===== src/lc3b_defines.svh =====
// lc3b core sizing
// word width, register count and register index width shared by the
// decode and execute front

`ifndef LC3B_DEFINES_SVH
`define LC3B_DEFINES_SVH

// data and address word
`define LC3B_WORD_W 16

// general purpose register file
`define LC3B_NUM_REGS 8
`define LC3B_REG_IDX_W 3

`endif


===== src/lc3b_types.sv =====
// lc3b ISA types
// data word, register index and the opcode and ALU operation encodings

`include "lc3b_defines.svh"

package lc3b_types;

    typedef logic [`LC3B_WORD_W-1:0] lc3b_word;
    typedef logic [`LC3B_REG_IDX_W-1:0] lc3b_reg;

    // standard LC-3b opcode field, instr[15:12]
    typedef enum logic [3:0] {
        op_br   = 4'b0000,
        op_add  = 4'b0001,
        op_ldb  = 4'b0010,
        op_stb  = 4'b0011,
        op_jsr  = 4'b0100,
        op_and  = 4'b0101,
        op_ldr  = 4'b0110,
        op_str  = 4'b0111,
        op_rti  = 4'b1000,
        op_not  = 4'b1001,
        op_ldi  = 4'b1010,
        op_sti  = 4'b1011,
        op_jmp  = 4'b1100,
        op_shf  = 4'b1101,
        op_lea  = 4'b1110,
        op_trap = 4'b1111
    } lc3b_opcode;

    typedef enum logic [2:0] {
        alu_add,
        alu_and,
        alu_not,
        alu_passa,
        alu_passb
    } lc3b_aluop;

endpackage : lc3b_types


===== src/lc3b_ctrl_pkg.sv =====
// lc3b pipeline records
// control word from the decoder and the structs carried between stages

package lc3b_ctrl_pkg;

    import lc3b_types::*;

    typedef struct packed {
        lc3b_opcode opcode;
        lc3b_aluop  aluop;
        // address adder selects
        logic       addr1mux_sel;
        logic [1:0] addr2mux_sel;
        logic       addr3mux_sel;
        logic       lshf;
        // control transfer
        logic       br_op;
        logic       jsr_op;
        logic       trap_op;
        logic       jmp_op;
        logic       uncond_op;
        // operand and write-back selects
        logic       sr2mux_sel;
        logic       storemux_sel;
        logic [1:0] wbmux_sel;
        logic       dest_mux_sel;
        logic       load_reg;
        logic       load_cc;
        // data memory request
        logic       dcacheR;
        logic       dcacheW;
        logic       dcache_enable;
        logic       d_mem_byte_sel;
        logic       alu_result_mux_sel;
        logic       stb_op;
        logic       ldi_op;
        logic       ldb_op;
        lc3b_word   pc;
    } lc3b_control_word;

    // decode to execute record
    typedef struct packed {
        lc3b_control_word ctrl;
        lc3b_word         ir;
        lc3b_word         sr1_val;
        lc3b_word         sr2_val;
        lc3b_reg          dest;
    } idex_t;

    // cc is {n, z, p}
    typedef struct packed {
        logic       reg_we;
        lc3b_reg    dest;
        lc3b_word   value;
        logic [2:0] cc;
        logic       mem_rd;
        logic       mem_wr;
        logic       mem_byte;
        lc3b_word   mem_addr;
        lc3b_word   mem_wdata;
        logic       redirect;
        lc3b_word   target;
    } retire_t;

endpackage : lc3b_ctrl_pkg


===== src/control_rom.sv =====
// lc3b control ROM
// combinational decode of the opcode into the pipeline control word,
// unknown opcodes give an all-zero word

module control_rom
(
    input  lc3b_types::lc3b_opcode        opcode,
    input  logic                          ir11,
    input  logic                          ir5,
    input  lc3b_types::lc3b_word          pc,
    output lc3b_ctrl_pkg::lc3b_control_word ctrl
);

    import lc3b_types::*;

    always_comb
    begin
        // defaults, every field gets one
        ctrl.opcode = opcode;
        ctrl.aluop = alu_passa;
        ctrl.addr1mux_sel = 1'b0;
        ctrl.addr2mux_sel = 2'b00;
        ctrl.addr3mux_sel = 1'b0;
        ctrl.lshf = 1'b0;
        ctrl.br_op = 1'b0;
        ctrl.jsr_op = 1'b0;
        ctrl.trap_op = 1'b0;
        ctrl.jmp_op = 1'b0;
        ctrl.uncond_op = 1'b0;
        ctrl.sr2mux_sel = 1'b0;
        ctrl.storemux_sel = 1'b0;
        ctrl.wbmux_sel = 2'b00;
        ctrl.dest_mux_sel = 1'b0;
        ctrl.load_reg = 1'b0;
        ctrl.load_cc = 1'b0;
        ctrl.dcacheR = 1'b0;
        ctrl.dcacheW = 1'b0;
        ctrl.dcache_enable = 1'b0;
        ctrl.d_mem_byte_sel = 1'b0;
        ctrl.alu_result_mux_sel = 1'b0;
        ctrl.stb_op = 1'b0;
        ctrl.ldi_op = 1'b0;
        ctrl.ldb_op = 1'b0;
        ctrl.pc = pc;

        case (opcode)
            op_add, op_and, op_not:
            begin
                ctrl.aluop = (opcode == op_add) ? alu_add :
                             (opcode == op_and) ? alu_and : alu_not;
                ctrl.load_reg = 1'b1;
                ctrl.load_cc = 1'b1;
                ctrl.wbmux_sel = 2'b11;
                // imm5 form, not has no second operand
                ctrl.sr2mux_sel = ir5 && (opcode != op_not);
            end

            op_shf:
            begin
                ctrl.alu_result_mux_sel = 1'b1;
                ctrl.load_reg = 1'b1;
                ctrl.load_cc = 1'b1;
                ctrl.wbmux_sel = 2'b11;
            end

            op_ldr, op_ldb, op_ldi:
            begin
                ctrl.addr1mux_sel = 1'b1;
                ctrl.addr2mux_sel = 2'b01;
                // byte loads use the unscaled offset
                ctrl.lshf = (opcode != op_ldb);
                ctrl.wbmux_sel = 2'b01;
                ctrl.load_reg = 1'b1;
                ctrl.load_cc = 1'b1;
                ctrl.dcacheR = 1'b1;
                ctrl.dcache_enable = 1'b1;
                ctrl.d_mem_byte_sel = (opcode == op_ldb);
                ctrl.ldb_op = (opcode == op_ldb);
                ctrl.ldi_op = (opcode == op_ldi);
            end

            op_str, op_stb, op_sti:
            begin
                ctrl.addr1mux_sel = 1'b1;
                ctrl.addr2mux_sel = 2'b01;
                ctrl.lshf = (opcode != op_stb);
                ctrl.storemux_sel = 1'b1;
                ctrl.aluop = alu_passb;
                ctrl.dcacheW = 1'b1;
                ctrl.dcache_enable = 1'b1;
                ctrl.d_mem_byte_sel = (opcode == op_stb);
                ctrl.stb_op = (opcode == op_stb);
            end

            op_br:
            begin
                ctrl.addr2mux_sel = 2'b10;
                ctrl.lshf = 1'b1;
                ctrl.br_op = 1'b1;
            end

            op_lea:
            begin
                ctrl.addr2mux_sel = 2'b10;
                ctrl.lshf = 1'b1;
                ctrl.load_reg = 1'b1;
                ctrl.load_cc = 1'b1;
            end

            // jmp and ret, target is sr1 + 0
            op_jmp:
            begin
                ctrl.addr1mux_sel = 1'b1;
                ctrl.jmp_op = 1'b1;
                ctrl.uncond_op = 1'b1;
            end

            op_jsr:
            begin
                ctrl.jsr_op = 1'b1;
                ctrl.uncond_op = 1'b1;
                ctrl.dest_mux_sel = 1'b1;
                ctrl.load_reg = 1'b1;
                ctrl.wbmux_sel = 2'b10;
                if (ir11)
                begin
                    ctrl.addr2mux_sel = 2'b11;
                    ctrl.lshf = 1'b1;
                end
                else
                begin
                    // jsrr jumps through the base register
                    ctrl.addr1mux_sel = 1'b1;
                    ctrl.jmp_op = 1'b1;
                end
            end

            op_trap:
            begin
                ctrl.trap_op = 1'b1;
                ctrl.addr3mux_sel = 1'b1;
                ctrl.dest_mux_sel = 1'b1;
                ctrl.load_reg = 1'b1;
                ctrl.wbmux_sel = 2'b10;
                ctrl.dcacheR = 1'b1;
                ctrl.dcache_enable = 1'b1;
            end

            default:
            begin
                ctrl = '0;
            end
        endcase
    end

endmodule : control_rom


===== src/regfile.sv =====
// lc3b register file
// eight general purpose registers, two read ports and one write port,
// a read of the register being written returns the new data

`include "lc3b_defines.svh"

module regfile
(
    input  logic                 clk,
    input  logic                 rst_n,
    input  lc3b_types::lc3b_reg  sr1,
    input  lc3b_types::lc3b_reg  sr2,
    output lc3b_types::lc3b_word sr1_out,
    output lc3b_types::lc3b_word sr2_out,
    input  logic                 we,
    input  lc3b_types::lc3b_reg  dest,
    input  lc3b_types::lc3b_word wdata
);

    import lc3b_types::*;

    lc3b_word regs [`LC3B_NUM_REGS];

    always_ff @(posedge clk or negedge rst_n)
    begin
        if (!rst_n)
        begin
            for (int i = 0; i < `LC3B_NUM_REGS; i++)
                regs[i] <= '0;
        end
        else if (we)
        begin
            regs[dest] <= wdata;
        end
    end

    // execute writes while the next instruction decodes
    assign sr1_out = (we && (dest == sr1)) ? wdata : regs[sr1];
    assign sr2_out = (we && (dest == sr2)) ? wdata : regs[sr2];

endmodule : regfile


===== src/stage_reg.sv =====
// pipeline stage register
// valid bit plus a payload of any packed type, payload loads only
// with a valid input so a bubble keeps the old data

module stage_reg #(
    parameter type payload_t = logic
)
(
    input  logic     clk,
    input  logic     rst_n,
    input  logic     in_valid,
    input  payload_t in_data,
    output logic     out_valid,
    output payload_t out_data
);

    always_ff @(posedge clk or negedge rst_n)
    begin
        if (!rst_n)
        begin
            out_valid <= 1'b0;
            out_data <= '0;
        end
        else
        begin
            out_valid <= in_valid;
            if (in_valid)
                out_data <= in_data;
        end
    end

endmodule : stage_reg


===== src/lc3b_alu.sv =====
// lc3b ALU
// add, and, not and the two pass operations, or the SHF result on a

module lc3b_alu
(
    input  lc3b_types::lc3b_aluop aluop,
    input  lc3b_types::lc3b_word  a,
    input  lc3b_types::lc3b_word  b,
    input  logic                  shf_en,
    input  logic [1:0]            shf_ctl,
    input  logic [3:0]            shf_amt,
    output lc3b_types::lc3b_word  f
);

    import lc3b_types::*;

    always_comb
    begin
        if (shf_en)
        begin
            // shf_ctl is {A, D} from ir[5:4]
            if (!shf_ctl[0])
                f = a << shf_amt;
            else if (shf_ctl[1])
                f = lc3b_word'($signed(a) >>> shf_amt);
            else
                f = a >> shf_amt;
        end
        else
        begin
            case (aluop)
                alu_add:   f = a + b;
                alu_and:   f = a & b;
                alu_not:   f = ~a;
                alu_passb: f = b;
                default:   f = a;
            endcase
        end
    end

endmodule : lc3b_alu


===== src/exec_stage.sv =====
// lc3b execute stage
// ALU, address adder, condition codes, branch resolution and the
// register write-back, builds the next retire record

module exec_stage
(
    input  logic                   clk,
    input  logic                   rst_n,
    input  logic                   valid,
    input  lc3b_ctrl_pkg::idex_t   idex,
    output logic                   rf_we,
    output lc3b_types::lc3b_reg    rf_dest,
    output lc3b_types::lc3b_word   rf_wdata,
    output lc3b_ctrl_pkg::retire_t retire_next
);

    import lc3b_types::*;
    import lc3b_ctrl_pkg::*;

    lc3b_control_word ctrl;
    lc3b_word         ir;
    lc3b_word         pc_plus2;
    lc3b_word         alu_b;
    lc3b_word         alu_f;
    lc3b_word         base1;
    lc3b_word         offset;
    lc3b_word         addr;
    logic [2:0]       cc_q;
    logic [2:0]       cc_new;
    logic             wb_ok;
    logic             cc_load;
    logic             br_match;

    assign ctrl = idex.ctrl;
    assign ir = idex.ir;
    assign pc_plus2 = ctrl.pc + lc3b_word'(2);
    assign alu_b = ctrl.sr2mux_sel ? {{11{ir[4]}}, ir[4:0]} : idex.sr2_val;

    lc3b_alu alu_i (
        .aluop   (ctrl.aluop),
        .a       (idex.sr1_val),
        .b       (alu_b),
        .shf_en  (ctrl.alu_result_mux_sel),
        .shf_ctl (ir[5:4]),
        .shf_amt (ir[3:0]),
        .f       (alu_f)
    );

    // address adder
    assign base1 = ctrl.addr1mux_sel ? idex.sr1_val : pc_plus2;

    always_comb
    begin
        case (ctrl.addr2mux_sel)
            2'b01:   offset = {{10{ir[5]}}, ir[5:0]};
            2'b10:   offset = {{7{ir[8]}}, ir[8:0]};
            2'b11:   offset = {{5{ir[10]}}, ir[10:0]};
            default: offset = '0;
        endcase
        if (ctrl.lshf)
            offset = offset << 1;
    end

    assign addr = ctrl.addr3mux_sel ? {7'b0, ir[7:0], 1'b0} : base1 + offset;

    // loads and trap finish in the memory stage
    assign wb_ok = valid && !ctrl.dcacheR;
    assign rf_we = wb_ok && ctrl.load_reg;
    assign rf_dest = idex.dest;

    always_comb
    begin
        case (ctrl.wbmux_sel)
            2'b11:   rf_wdata = alu_f;
            2'b10:   rf_wdata = pc_plus2;
            default: rf_wdata = addr;
        endcase
    end

    assign cc_load = wb_ok && ctrl.load_cc;
    assign cc_new = {rf_wdata[15], rf_wdata == '0, !rf_wdata[15] && (rf_wdata != '0)};

    always_ff @(posedge clk or negedge rst_n)
    begin
        if (!rst_n)
            cc_q <= 3'b010;
        else if (cc_load)
            cc_q <= cc_new;
    end

    // nzp of the branch against the current codes
    assign br_match = |(ir[11:9] & cc_q);

    always_comb
    begin
        retire_next.reg_we = rf_we;
        retire_next.dest = rf_dest;
        retire_next.value = rf_wdata;
        retire_next.cc = cc_load ? cc_new : cc_q;
        retire_next.mem_rd = valid && ctrl.dcache_enable && ctrl.dcacheR;
        retire_next.mem_wr = valid && ctrl.dcache_enable && ctrl.dcacheW;
        retire_next.mem_byte = valid && ctrl.dcache_enable && ctrl.d_mem_byte_sel;
        retire_next.mem_addr = addr;
        // a byte store drives its byte on both lanes
        retire_next.mem_wdata = ctrl.stb_op ? {alu_f[7:0], alu_f[7:0]} : alu_f;
        retire_next.redirect = valid && (ctrl.uncond_op || (ctrl.br_op && br_match));
        retire_next.target = addr;
    end

endmodule : exec_stage


===== src/lc3b_decode_exec.sv =====
// lc3b decode and execute front
// decoder, register file, decode/execute and retire stage registers
// around the execute stage, two cycles from instruction to retire

module lc3b_decode_exec
(
    input  logic                   clk,
    input  logic                   rst_n,
    input  logic                   instr_valid,
    input  lc3b_types::lc3b_word   instr,
    input  lc3b_types::lc3b_word   pc,
    output lc3b_ctrl_pkg::retire_t retire,
    output logic                   retire_valid
);

    import lc3b_types::*;
    import lc3b_ctrl_pkg::*;

    lc3b_control_word ctrl;
    lc3b_reg          sr2_idx;
    lc3b_reg          dest;
    lc3b_word         sr1_out;
    lc3b_word         sr2_out;
    idex_t            idex_d;
    idex_t            idex_q;
    logic             idex_valid;
    logic             rf_we;
    lc3b_reg          rf_dest;
    lc3b_word         rf_wdata;
    retire_t          retire_next;

    control_rom control_rom_i (
        .opcode (lc3b_opcode'(instr[15:12])),
        .ir11   (instr[11]),
        .ir5    (instr[5]),
        .pc     (pc),
        .ctrl   (ctrl)
    );

    // stores read their data register from the dr field
    assign sr2_idx = ctrl.storemux_sel ? instr[11:9] : instr[2:0];
    assign dest = ctrl.dest_mux_sel ? lc3b_reg'(7) : instr[11:9];

    regfile regfile_i (
        .clk     (clk),
        .rst_n   (rst_n),
        .sr1     (instr[8:6]),
        .sr2     (sr2_idx),
        .sr1_out (sr1_out),
        .sr2_out (sr2_out),
        .we      (rf_we),
        .dest    (rf_dest),
        .wdata   (rf_wdata)
    );

    assign idex_d = '{ctrl: ctrl, ir: instr, sr1_val: sr1_out, sr2_val: sr2_out, dest: dest};

    stage_reg #(.payload_t(idex_t)) idex_reg_i (
        .clk       (clk),
        .rst_n     (rst_n),
        .in_valid  (instr_valid),
        .in_data   (idex_d),
        .out_valid (idex_valid),
        .out_data  (idex_q)
    );

    exec_stage exec_stage_i (
        .clk         (clk),
        .rst_n       (rst_n),
        .valid       (idex_valid),
        .idex        (idex_q),
        .rf_we       (rf_we),
        .rf_dest     (rf_dest),
        .rf_wdata    (rf_wdata),
        .retire_next (retire_next)
    );

    stage_reg #(.payload_t(retire_t)) retire_reg_i (
        .clk       (clk),
        .rst_n     (rst_n),
        .in_valid  (idex_valid),
        .in_data   (retire_next),
        .out_valid (retire_valid),
        .out_data  (retire)
    );

endmodule : lc3b_decode_exec


===== config.mk =====
export PLATFORM = sky130hd
export DESIGN_NAME = lc3b_decode_exec
export DESIGN_NICKNAME = d
export VERILOG_FILES = /design/src/lc3b_types.sv /design/src/lc3b_ctrl_pkg.sv /design/src/control_rom.sv /design/src/regfile.sv /design/src/stage_reg.sv /design/src/lc3b_alu.sv /design/src/exec_stage.sv /design/src/lc3b_decode_exec.sv
export VERILOG_INCLUDE_DIRS = /design/src
export SDC_FILE = /design/constraint.sdc
export NUM_CORES = 1
export LEC_CHECK = 0
export BUFFER_PORTS_ARGS = -buffer_cell sky130_fd_sc_hd__buf_2
export CORE_ASPECT_RATIO = 0.9
export CORE_MARGIN = 8
export CORE_UTILIZATION = 62
export CTS_CLUSTER_DIAMETER = 80
export DETAILED_ROUTE_END_ITERATION = 8
export MAX_ROUTING_LAYER = met4
export PLACE_DENSITY = 0.89
export RECOVER_POWER = 25
export SYNTH_ARGS = -nofsm -noshare
export SYNTH_HDL_FRONTEND = slang
export SYNTH_HIERARCHICAL = 1
export SYNTH_SLANG_ARGS = --single-unit

===== constraint.sdc =====
create_clock -name clk -period 5.2 [get_ports clk]
set_input_delay 0.52 -clock clk [delete_from_list [all_inputs] [get_ports clk]]
set_output_delay 0.52 -clock clk [all_outputs]
set_load 0.03 [all_outputs]

==> summary.txt, run 1 <==
Placement
  • RePlAce Congestion: 1.06
  • Placed Cells: 2147
  • Final HPWL DP: 42100 microns
  • PortBufs: 110

Detailed routing
  • WL final: 61700 microns
  • Number of routed nets with antenna violations: 0
  • First-pass detailed-route iteration total: 8
  • DR WL/cell: 28.0 microns
  • Post-DR vias/cell: around 7
  • Initial drt markers: 1888
  • Remaining DRCs: 0
  • Vias: between 15000 and 20000

Pwr
  • Net Sw Power: just over 5 mW
  • Clock share of power: 18.0%
  • Switching part of the total: about two fifths
  • Lkg Pwr: between 9 and 10 nW
  • P_int: 7.14 mW
  • Combinational Power Share: 49.0%
  • Flop pwr share: 33.0%
  • Cell Pwr Density: 570 nW/um^2
  • VDD IR-drop max: 0.000538 V

Timing
  • Min Tclk post-route: between 4 and 5 ns
  • Worst rel slew slack: -182%
  • Max Slew Vio Count: 352
  • Final Hold Fails: 0
  • Fin crit share: around 94%
  • Finish-stage setup viols: 0
  • Fmax: 0.204 GHz
  • Setup Skew: 0.0334 ns
  • Slew @ Worst Pin: 4.23 ns
  • Unrepaired setup endpoints after global routing: false
  • Setup_tns: 0 ns

Synth
  • Avg Cell Area, Syn: 11.5 sq um
  • Mapped cell area: 20100 sq um
  • Number of synthesis warnings: 6
  • Syn_nets: 1816
  • Post-Syn Instances: 1747

Final layout
  • Nets: between 1500 and 2000
  • Share of layout cells above drive strength 1: 35.9%
  • Storage element area: 7310 sq um
  • Layout area overhead: 6.97%
  • Area occupied by multi-input gates: about 12000 sq um
  • # fillers: 2248
  • Post-Layout Cell Count: 2202

Critical path
  • Crit start category: register
  • Crit-path max FO: 17
  • Critical path type: reg -> reg
  • CP Data Arrival Time: 5.36 ns
  • CP Data Required Time: 5.65 ns
  • CP endpoint kind: register

Die
  • Core area: 32000 sq um
  • Die Y: between 150 and 200 microns
  • Die Area: 38500 sq um
  • Cell Rows: 62
  • Initial core utilization: a little over three fifths
  • Die span in x: ~210 microns
  • Number of primary I/O pins: around 110

CTS
  • Worst skew pair latency: 0.60 ns
  • Post-CTS sizing: 0
  • Setup bufs post-CTS: 0
  • Reg clk slew, reported paths: around 0.06 ns
  • CTS Sinks: about 300
  • CTS Buf Count: 31
  • CTS root buf: clkbuf_16
  • CTS tree: yes
  • Hold_buf cts: 0
  • CTS max path bufs: 3
  • # H-tree levels: 1

GRT
  • Vias in the first global route: ~16000
  • First-pass GRT wire length: 94100 microns
  • Largest net degree at the start of global routing: 129
  • GRT Util Overall: 32.2%
  • Total gr overflow: 0
  • Initial antenna violation count: 1

Status
  • Status: finished with violations
  • Failing checks: max-capacitance violations, max-slew violations

Run
  • Number of max-cap violations: 4

Worst hold path
  • Hold Path Class: in -> reg
cells in the final DEF, fill, tap and decap left out, types with 15 or more instances in the layout:
| cell type | count |
|---|---|
| buf_4 | 49 |
| inv_1 | 39 |
| clkbuf_16 | 31 |
| nand3_1 | 22 |
| ha_1 | 32 |
| buf_2 | 107 |
| nor2b_1 | 27 |
| mux2_4 | 71 |
| a211oi_1 | 16 |
| nand2_1 | 79 |
| o21ai_0 | 63 |
| nor2_1 | 87 |
| a21oi_1 | 74 |
| a31oi_1 | 15 |
| mux4_1 | 60 |
| dfrtp_1 | 290 |
| xnor2_1 | 24 |
| nand2b_1 | 15 |
| nor3_1 | 26 |
| o21ai_1 | 23 |
| mux2_2 | 316 |
| mux2i_1 | 46 |
state kept, by name, indices dropped and copies added, names as in the netlist:
signal / flops
regfile_i/regs: 128
idex_reg_i/out_data: 84
retire_reg_i/out_data: 75
exec_stage_i/cc_q: 3
idex_reg_i/out_valid: 1
retire_reg_i/out_valid: 1
area by class of cell:
cell class                      instances  share of cell area (%)
Antenna cell                            1                  0.0116
Clock inverter                         10                   0.465
Tap cell                              416                    2.42
Sequential cell                       292                    34.0
Multi-Input combinational cell       1236                    53.8
Timing Repair Buffer                  162                    4.41
Clock buffer                           44                    4.20
Inverter                               41                   0.715
worst max-delay path, stage by stage (launching register included):
cell	delay (ns)
dfrtp_1	0.35
buf_4	0.21
mux2_2	0.40
fa_1	0.45
inv_1	0.08
o21ai_0	0.09
a221oi_1	0.28
o21ai_0	0.30
o21ai_0	0.18
a21oi_1	0.11
nor3b_1	0.39
o21ai_0	0.27
o31ai_1	0.13
nand2b_1	0.15
a2111oi_2	0.22
nand4b_1	0.13
or4_4	0.54
a22o_1	0.24
mux2_4	0.27
routing by layer:
layer,track usage [%],up-vias,wire (microns),part of all wire [%]
met4,10.5,0,2140,3.5
met2,48.9,839,28800,47
li1,-,6545,-,-
met5,-,-,0,0
met3,6.39,171,5750,9.3
met1,43.0,7821,25000,41
through the flow:
stage          hold slack (ns)  power, mW  cell area [sq um]  utilization [%]  setup WS, ns
2_1_floorplan            0.224       8.16              20100                -          1.04
3_3_place_gp             0.483       9.62              20600             64.3         0.562
3_5_place_dp             0.488       9.86              20600             64.3         0.558
4_1_cts                 0.0409       12.1              21600             67.5         0.510
5_1_grt                  0.205       12.8              21500             67.4        0.0325
6_report                 0.192       12.3              21500             67.4         0.288
power by group through the flow:
stage               logic, mW  registers [mW]  clock network [mW]
floorplan                3.98            4.18                   0
global placement         5.70            3.92                   0
detailed placement       5.84            4.02                   0
CTS                      5.91            4.01                2.23
global route             6.32            4.14                2.31
finish                   6.01            4.05                2.20
final timing paths:
kind                                                   to  slack, ns  depth (start not counted)                       from
worst max-delay path            retire_reg_i/out_data[52]       0.29                         18    idex_reg_i/out_data[81]
worst min-delay path              idex_reg_i/out_data[44]       0.19                          2                   instr[9]
worst max register to register  retire_reg_i/out_data[52]       0.29                         18    idex_reg_i/out_data[81]
worst min register to register  retire_reg_i/out_data[44]       0.50                          1  retire_reg_i/out_data[44]
max in group asynchronous       retire_reg_i/out_data[19]       1.15                          2                      rst_n
min in group asynchronous             regfile_i/regs[114]       0.85                          1                      rst_n
Power figures use the tool's default switching activity.
==> run 2: changes to the inputs <==
--- a/config.mk
+++ b/config.mk
@@ -17,5 +17,4 @@
 export RECOVER_POWER = 25
 export SYNTH_ARGS = -nofsm -noshare
 export SYNTH_HDL_FRONTEND = slang
-export SYNTH_HIERARCHICAL = 1
 export SYNTH_SLANG_ARGS = --single-unit
==> run 2 against run 1 <==
  * The run still ends with max-capacitance violations, max-slew violations left
  * Flip-flop and latch count fell by 16
  * Via count increased by 4.4%
  * Maximum frequency up 7.8%
  * Register-to-register slack better by 0.35 ns
  * Total power shrank 11%
  * Clock power fell by 7%
  * Sequential share of layout area rose by 1.7 points
  * Non-clock buffer count decreased by 6
  * Synthesized cell count up 5.8%
  * Clock-buffer cell count down 10
  * Global-route usage increased by 3.4 points
  * Critical path type unchanged
==> summary.txt, run 2 <==
Final layout
  • Layout area overhead: 8.52%
  • Post-Layout Cell Count: 2246
  • Share of layout cells above drive strength 1: 23.0%
  • Fin util: 67.7%
  • # fillers: approximately 2100
  • Nets: 1928
  • Biggest register: regfile_i.regs
  • Commonest non-fill, non-tap cell in the layout: dfrtp_1
  • Most frequent cells in the layout: dfrtp_1 (273), nand2_1 (177), o21ai_0 (174), nor2_1 (158), a21oi_1 (149)
  • Biggest regs: regfile_i.regs: 128 flops, idex_reg_i.out_data: 84 flops, retire_reg_i.out_data: 59 flops
  • Max FFs per register: 128
  • Post-route cell area: 19400 sq um

CTS
  • CTS max path bufs: 3
  • Worst skew pair latency: around 0.58 ns
  • CTS tree: yes
  • Hold_buf cts: 0
  • Reg clk slew, reported paths: 0.07 ns
  • Post-CTS sizing: 0
  • CTS root buf: clkbuf_16
  • CTS Sinks: between 200 and 300
  • # H-tree levels: 1
  • CTS Buf Count: 28
  • Setup bufs post-CTS: 0

Critical path
  • Cell Chain, Critical Path: mux2_2, nor2b_1, ha_1, a211oi_1, o21ai_0, a21boi_0, o21ai_0, xnor2_1, o221a_2, and3_1, nand4_1, or2_1, o21ai_1
  • Most frequent CP cell: o21ai_0
  • Max incr delay on CP: roughly 0.67 ns
  • CP Data Arrival Time: 5.03 ns
  • CP endpoint kind: register
  • Crit-path max FO: 12
  • Critical path type: reg -> reg
  • Worst reg-to-reg setup slack: 0.64 ns
  • CP bufs+invs: 0
  • Crit path max-delay family: compound AO/OA/AOI/OAI gates
  • Worst r2r path cells: 13
  • Worst path slowest cell: dfrtp_1
  • Crit start category: register
  • Critical R2R Launch: idex_reg_i.out_data[87]
  • CP Data Required Time: around 5.7 ns
  • R2R Path End: retire_reg_i.out_data[53]

Run
  • Number of max-cap violations: 3

Die
  • Number of primary I/O pins: 111
  • Die Y: 177 microns
  • Cell Rows: 59
  • Die span in x: 195 microns
  • Initial core utilization: 62.4%
  • Die Area: 34500 sq um
  • Core area: 28600 sq um

Detailed routing
  • Post-DR vias/cell: 7.15
  • WL final: 60400 microns
  • Vias: 16051
  • Remaining DRCs: 0
  • Number of routed nets with antenna violations: 0
  • Initial drt markers: 2306
  • First-pass detailed-route iteration total: 6
  • DR WL/cell: 26.9 microns

GRT
  • GRT Util Overall: 35.5%
  • Total gr overflow: 0
  • Vias in the first global route: 15580
  • First-pass GRT wire length: 93300 microns
  • Largest net degree at the start of global routing: 110
  • Initial antenna violation count: 1

Status
  • Status: finished with violations
  • Failing checks: max-capacitance violations, max-slew violations

Synth
  • Syn_nets: 1917
  • Number of synthesized flops with an enable pin: 0
  • Ys flop type: dfrtp_1
  • Post-synth cell types: 80
  • Post-Syn Instances: 1848
  • Top cell type's share of synthesized area: slightly below 40%
  • Top cells by area, synth: dfrtp_1 (39%), mux4_2 (10%), mux2_2 (7.3%), o21ai_0 (4.9%), a21oi_1 (4.2%)
  • Most frequent cell after synthesis: dfrtp_1
  • Avg Cell Area, Syn: 9.66 sq um
  • Mapped cell area: 17900 sq um
  • Largest area contributor in the netlist: dfrtp_1
  • Async S/R FF share, synth: 100%
  • Synth cell count leaders: dfrtp_1 (275), nand2_1 (177), o21ai_0 (174)
  • Yosys reg bits: between 200 and 300
  • Register area share after synthesis: 38.7%
  • Number of synthesis warnings: 0

Pwr
  • Cell Pwr Density: 561 nW/um^2
  • Lkg Pwr: 8.33 nW
  • VDD IR-drop max: 0.000439 V

Placement
  • Final HPWL DP: 41900 microns
  • RePlAce Congestion: ~1.1
  • PortBufs: 110
  • Placed Cells: 2195
  • Post-Place Cell Area: 18500 sq um

Timing
  • Slew @ Worst Pin: 3.99 ns
  • Worst rel slew slack: -166%
  • Min Tclk post-route: ~4.6 ns
  • Final Hold Fails: 0
  • Finish-stage setup viols: 0
  • Fin crit share: 87.6%
  • Fmax: 0.219 GHz
  • Unrepaired setup endpoints after global routing: false
  • Max Slew Vio Count: 239
  • Setup_tns: 0 ns
  • Setup Skew: 0.0315 ns

Worst hold path
  • WHS Endpoint: idex_reg_i.out_data[39]
  • Hold Path Stages: 3
  • Hold Crit Start: instr[4]
  • Hold Path Class: in -> reg
==> run 2: cell count changes in the layout (fill, tap and decap cells not counted), moves of 71 or more <==
cell and delta:
mux2_2 -200, nand2_1 +98, o21ai_0 +111, a21oi_1 +75, nor2_1 +71, mux2_4 -71
==> run 2: stage by stage <==
| stage | setup slack [ns] | power, mW | hold WS, ns |
|---|---|---|---|
| 2_1_floorplan | 1.32 | 7.09 | 0.224 |
| 3_3_place_gp | 0.844 | 8.46 | 0.461 |
| 3_5_place_dp | 0.826 | 8.66 | 0.468 |
| 4_1_cts | 0.804 | 10.7 | 0.0481 |
| 5_1_grt | 0.463 | 11.4 | 0.168 |
| 6_report | 0.643 | 10.9 | 0.159 |
==> run 2: final cells by class <==
| class | count | area (sq um) | area share (%) |
|---|---|---|---|
| clock inverter | 16 | 189 | 0.975 |
| inverter | 60 | 225 | 1.16 |
| clock buffer | 34 | 733 | 3.78 |
| multi-input combinational | 1337 | 9970 | 51.5 |
| tap | 366 | 458 | 2.36 |
| antenna | 1 | 2.50 | 0.0129 |
| sequential | 276 | 6910 | 35.7 |
| timing repair buffer | 156 | 888 | 4.58 |
==> run 2: where the power goes <==
part,switching [mW],internal [mW],leakage [nW]
sequential,0.982,2.94,3.36
clock,0.890,1.16,0.452
combinational,2.84,2.07,4.52
==> run 2: tightest hold or removal path: cells and delay by family <==
family	cells	cell delay, ns
buf+inv	1	0.07
compound gates	1	0.06
simple gates	1	0.04
==> run 2: how the worst max path moves through the flow <==
stage / start / endpoint / slack (ns) / cells after the start
after floorplan: idex_reg_i.out_data[35] / idex_reg_i.out_data[33] / 1.32 / 16
after global placement: idex_reg_i.out_data[87] / retire_reg_i.out_data[53] / 0.84 / 13
after detailed placement: idex_reg_i.out_data[87] / retire_reg_i.out_data[53] / 0.83 / 13
after CTS: idex_reg_i.out_data[87] / retire_reg_i.out_data[53] / 0.80 / 13
after global routing: idex_reg_i.out_data[87] / retire_reg_i.out_data[53] / 0.46 / 13
final: idex_reg_i.out_data[87] / retire_reg_i.out_data[53] / 0.64 / 13
==> run 2: routing by layer <==
metal  track usage [%]  wire length, microns  vias up
met1              47.6                 23700     7901
met3              7.17                  7030      214
li1                  -                     -     6773
met4              13.3                  2550        0
met2              53.3                 27100     1163
met5                 -                     0        -
==> run 2: cells by family after synthesis <==
| logic type | after synthesis | share of synthesized area, % |
|---|---|---|
| AOI/OAI and AO/OA | 529 | 18.4 |
| and+or+nand+nor | 489 | 12.3 |
| DFF | 276 | 38.7 |
| muxes | 248 | 20.5 |
| buffers and inverters | 235 | 5.75 |
| adders and majority gates | 36 | 2.58 |
| xor gates and xnor gates | 35 | 1.72 |
==> run 3: changes to the inputs <==
==> constraint.sdc (replaced) <==
create_clock -name clk -period 4.7 [get_ports clk]
set_input_delay 0.47 -clock clk [delete_from_list [all_inputs] [get_ports clk]]
set_output_delay 0.47 -clock clk [all_outputs]
set_load 0.03 [all_outputs]
==> run 3 against run 2 <==
  * The run still ends with max-capacitance violations, max-slew violations left
  * Cell area up 1.5%
  * Cell count up 0.71%
  * Critical path depth shrank 7
  * Non-clock buffer count increased by 13
  * Sequential power grew 9.7%
  * Die area did not move
  * Worst setup slack lost 0.41 ns
  * Via count grew 0.55%
  * Critical endpoint is now idex_reg_i.out_data[62]
  * Largest cell class unchanged
  * Largest power group unchanged
==> summary.txt, run 3 (synthesis results as in run 2) <==
Detailed routing
  • Post-DR vias/cell: approximately 7.1
  • First-pass detailed-route iteration total: 7
  • DR WL/cell: between 20 and 30 microns
  • WL final: roughly 60000 microns
  • Remaining DRCs: 0
  • Number of routed nets with antenna violations: 0
  • Vias: 16140
  • Initial drt markers: 2448

CTS
  • Reg clk slew, reported paths: roughly 0.08 ns
  • Hold_buf cts: 0
  • CTS root buf: clkbuf_16
  • CTS Buf Count: 29
  • # H-tree levels: 1
  • CTS tree: yes
  • CTS Sinks: around 280
  • Worst skew pair latency: 0.58 ns
  • CTS max path bufs: 3

Critical path
  • Critical path type: in -> reg
  • Worst reg-to-reg setup slack: around 0.39 ns
  • CP Data Required Time: a little over 5 ns
  • Crit-path max FO: 70
  • CP endpoint kind: register
  • Crit start category: primary input
  • CP Data Arrival Time: 4.92 ns

GRT
  • Total gr overflow: 0
  • Initial antenna violation count: 2
  • GRT Util Overall: between 30 and 40%
  • Largest net degree at the start of global routing: 138
  • First-pass GRT wire length: 95500 microns
  • Vias in the first global route: 15852

Pwr
  • VDD IR-drop max: 0.000428 V
  • Cell Pwr Density: 634 nW/um^2
  • Lkg Pwr: 8.48 nW
  • Final Power: 12.5 mW

Final layout
  • Post-Layout Cell Count: 2262
  • Nets: 1942
  • Commonest non-fill, non-tap cell in the layout: dfrtp_1
  • Layout area overhead: 10.1%
  • Biggest regs: regfile_i.regs: 128 flops, idex_reg_i.out_data: 84 flops, retire_reg_i.out_data: 59 flops
  • Post-route cell area: approximately 20000 sq um
  • Most frequent cells in the layout: dfrtp_1 (273), nand2_1 (177), o21ai_0 (173), nor2_1 (158), a21oi_1 (149)
  • Share of layout cells above drive strength 1: 23.7%
  • Biggest register: regfile_i.regs
  • Max FFs per register: between 100 and 150

Placement
  • Post-Place Cell Area: 18600 sq um
  • Final HPWL DP: 42800 microns
  • RePlAce Congestion: 1.05
  • PortBufs: 110
  • Placed Cells: between 2000 and 2500

Die
  • Cell Rows: between 50 and 60
  • Die span in x: 195 microns
  • Die Y: between 150 and 200 microns
  • Initial core utilization: around 62%
  • Core area: 28600 sq um
  • Die Area: 34500 sq um
  • Number of primary I/O pins: 111

Timing
  • Unrepaired setup endpoints after global routing: false
  • Min Tclk post-route: 4.47 ns
  • Slew @ Worst Pin: 3.36 ns
  • Setup_tns: 0 ns
  • Finish-stage setup viols: 0
  • Final Hold Fails: 0
  • Max Slew Vio Count: 208
  • Fmax: 0.224 GHz
  • Worst rel slew slack: -124%
  • Hold WS: 0.0938 ns
  • Setup Skew: 0.0201 ns
  • Fin crit share: ~95%

Worst hold path
  • Hold Path Class: in -> reg

Run
  • Number of max-cap violations: 2

Status
  • Status: finished with violations
  • Failing checks: max-capacitance violations, max-slew violations
run 3: changes by cell type in the layout (fill, tap and decap cells not counted), sizes merged:
cell and delta:
diode +2, clkinv -5, clkbuf +2, buf +15
bufinv +3, clkinvlp -1
run 3: repair_timing:
item	4_1_cts	5_1_grt
gates resized for setup	0	2
endpoints found under the setup margin	0	2
setup buffers	0	0
run 3: path summary, 6_finish.rpt:
kind	depth (start not counted)	startpoint	endpoint
max	6	instr_valid	idex_reg_i.out_data[62]
min	3	pc[13]	idex_reg_i.out_data[64]
max reg2reg	13	idex_reg_i.out_data[81]	retire_reg_i.out_data[53]
min reg2reg	1	retire_reg_i.out_data[16]	retire_reg_i.out_data[16]
max in group asynchronous	1	rst_n	idex_reg_i.out_valid
min in group asynchronous	1	rst_n	regfile_i.regs[115]
run 3: report_power, final:
group / switching, mW / internal, mW / total, mW
clock network: 1.02 / 1.55 / 2.57
registers: 1.05 / 3.26 / 4.30
logic: 3.25 / 2.34 / 5.59
total: 5.32 / 7.14 / 12.5
run 3: metal layers:
layer | vias to the layer above | GRT usage [%] | wire, microns
met5 | - | - | 0
met4 | 0 | 11.6 | 2220
met3 | 198 | 8.34 | 7340
met2 | 1197 | 55.4 | 28200
met1 | 7954 | 48.3 | 24000
li1 | 6791 | - | -
run 3: final cells by class:
| class | instances | area (sq um) |
|---|---|---|
| Multi-Input combinational cell | 1337 | 9980 |
| Fill cell | 2095 | 8980 |
| Sequential cell | 276 | 6910 |
| Timing Repair Buffer | 169 | 1020 |
| Clock buffer | 38 | 810 |
| Tap cell | 366 | 458 |
| Clock inverter | 13 | 251 |
| Inverter | 60 | 225 |
| Antenna cell | 3 | 7.51 |
run 3: per-stage QoR:
| stage | utilization, % | setup WS [ns] |
|---|---|---|
| after global routing | 68.6 | 0.0566 |
| after CTS | 68.6 | 0.446 |
| after global placement | 64.9 | 0.633 |
| after detailed placement | 64.9 | 0.454 |
| final | 68.6 | 0.231 |
| after floorplan | - | 0.820 |
run 3: critical path, stage by stage:
cell and delay [ns]:
clkbuf_1 2.27, inv_1 1.28, a31oi_1 0.42, buf_4 0.27, nand2_1 0.09, o21ai_0 0.09
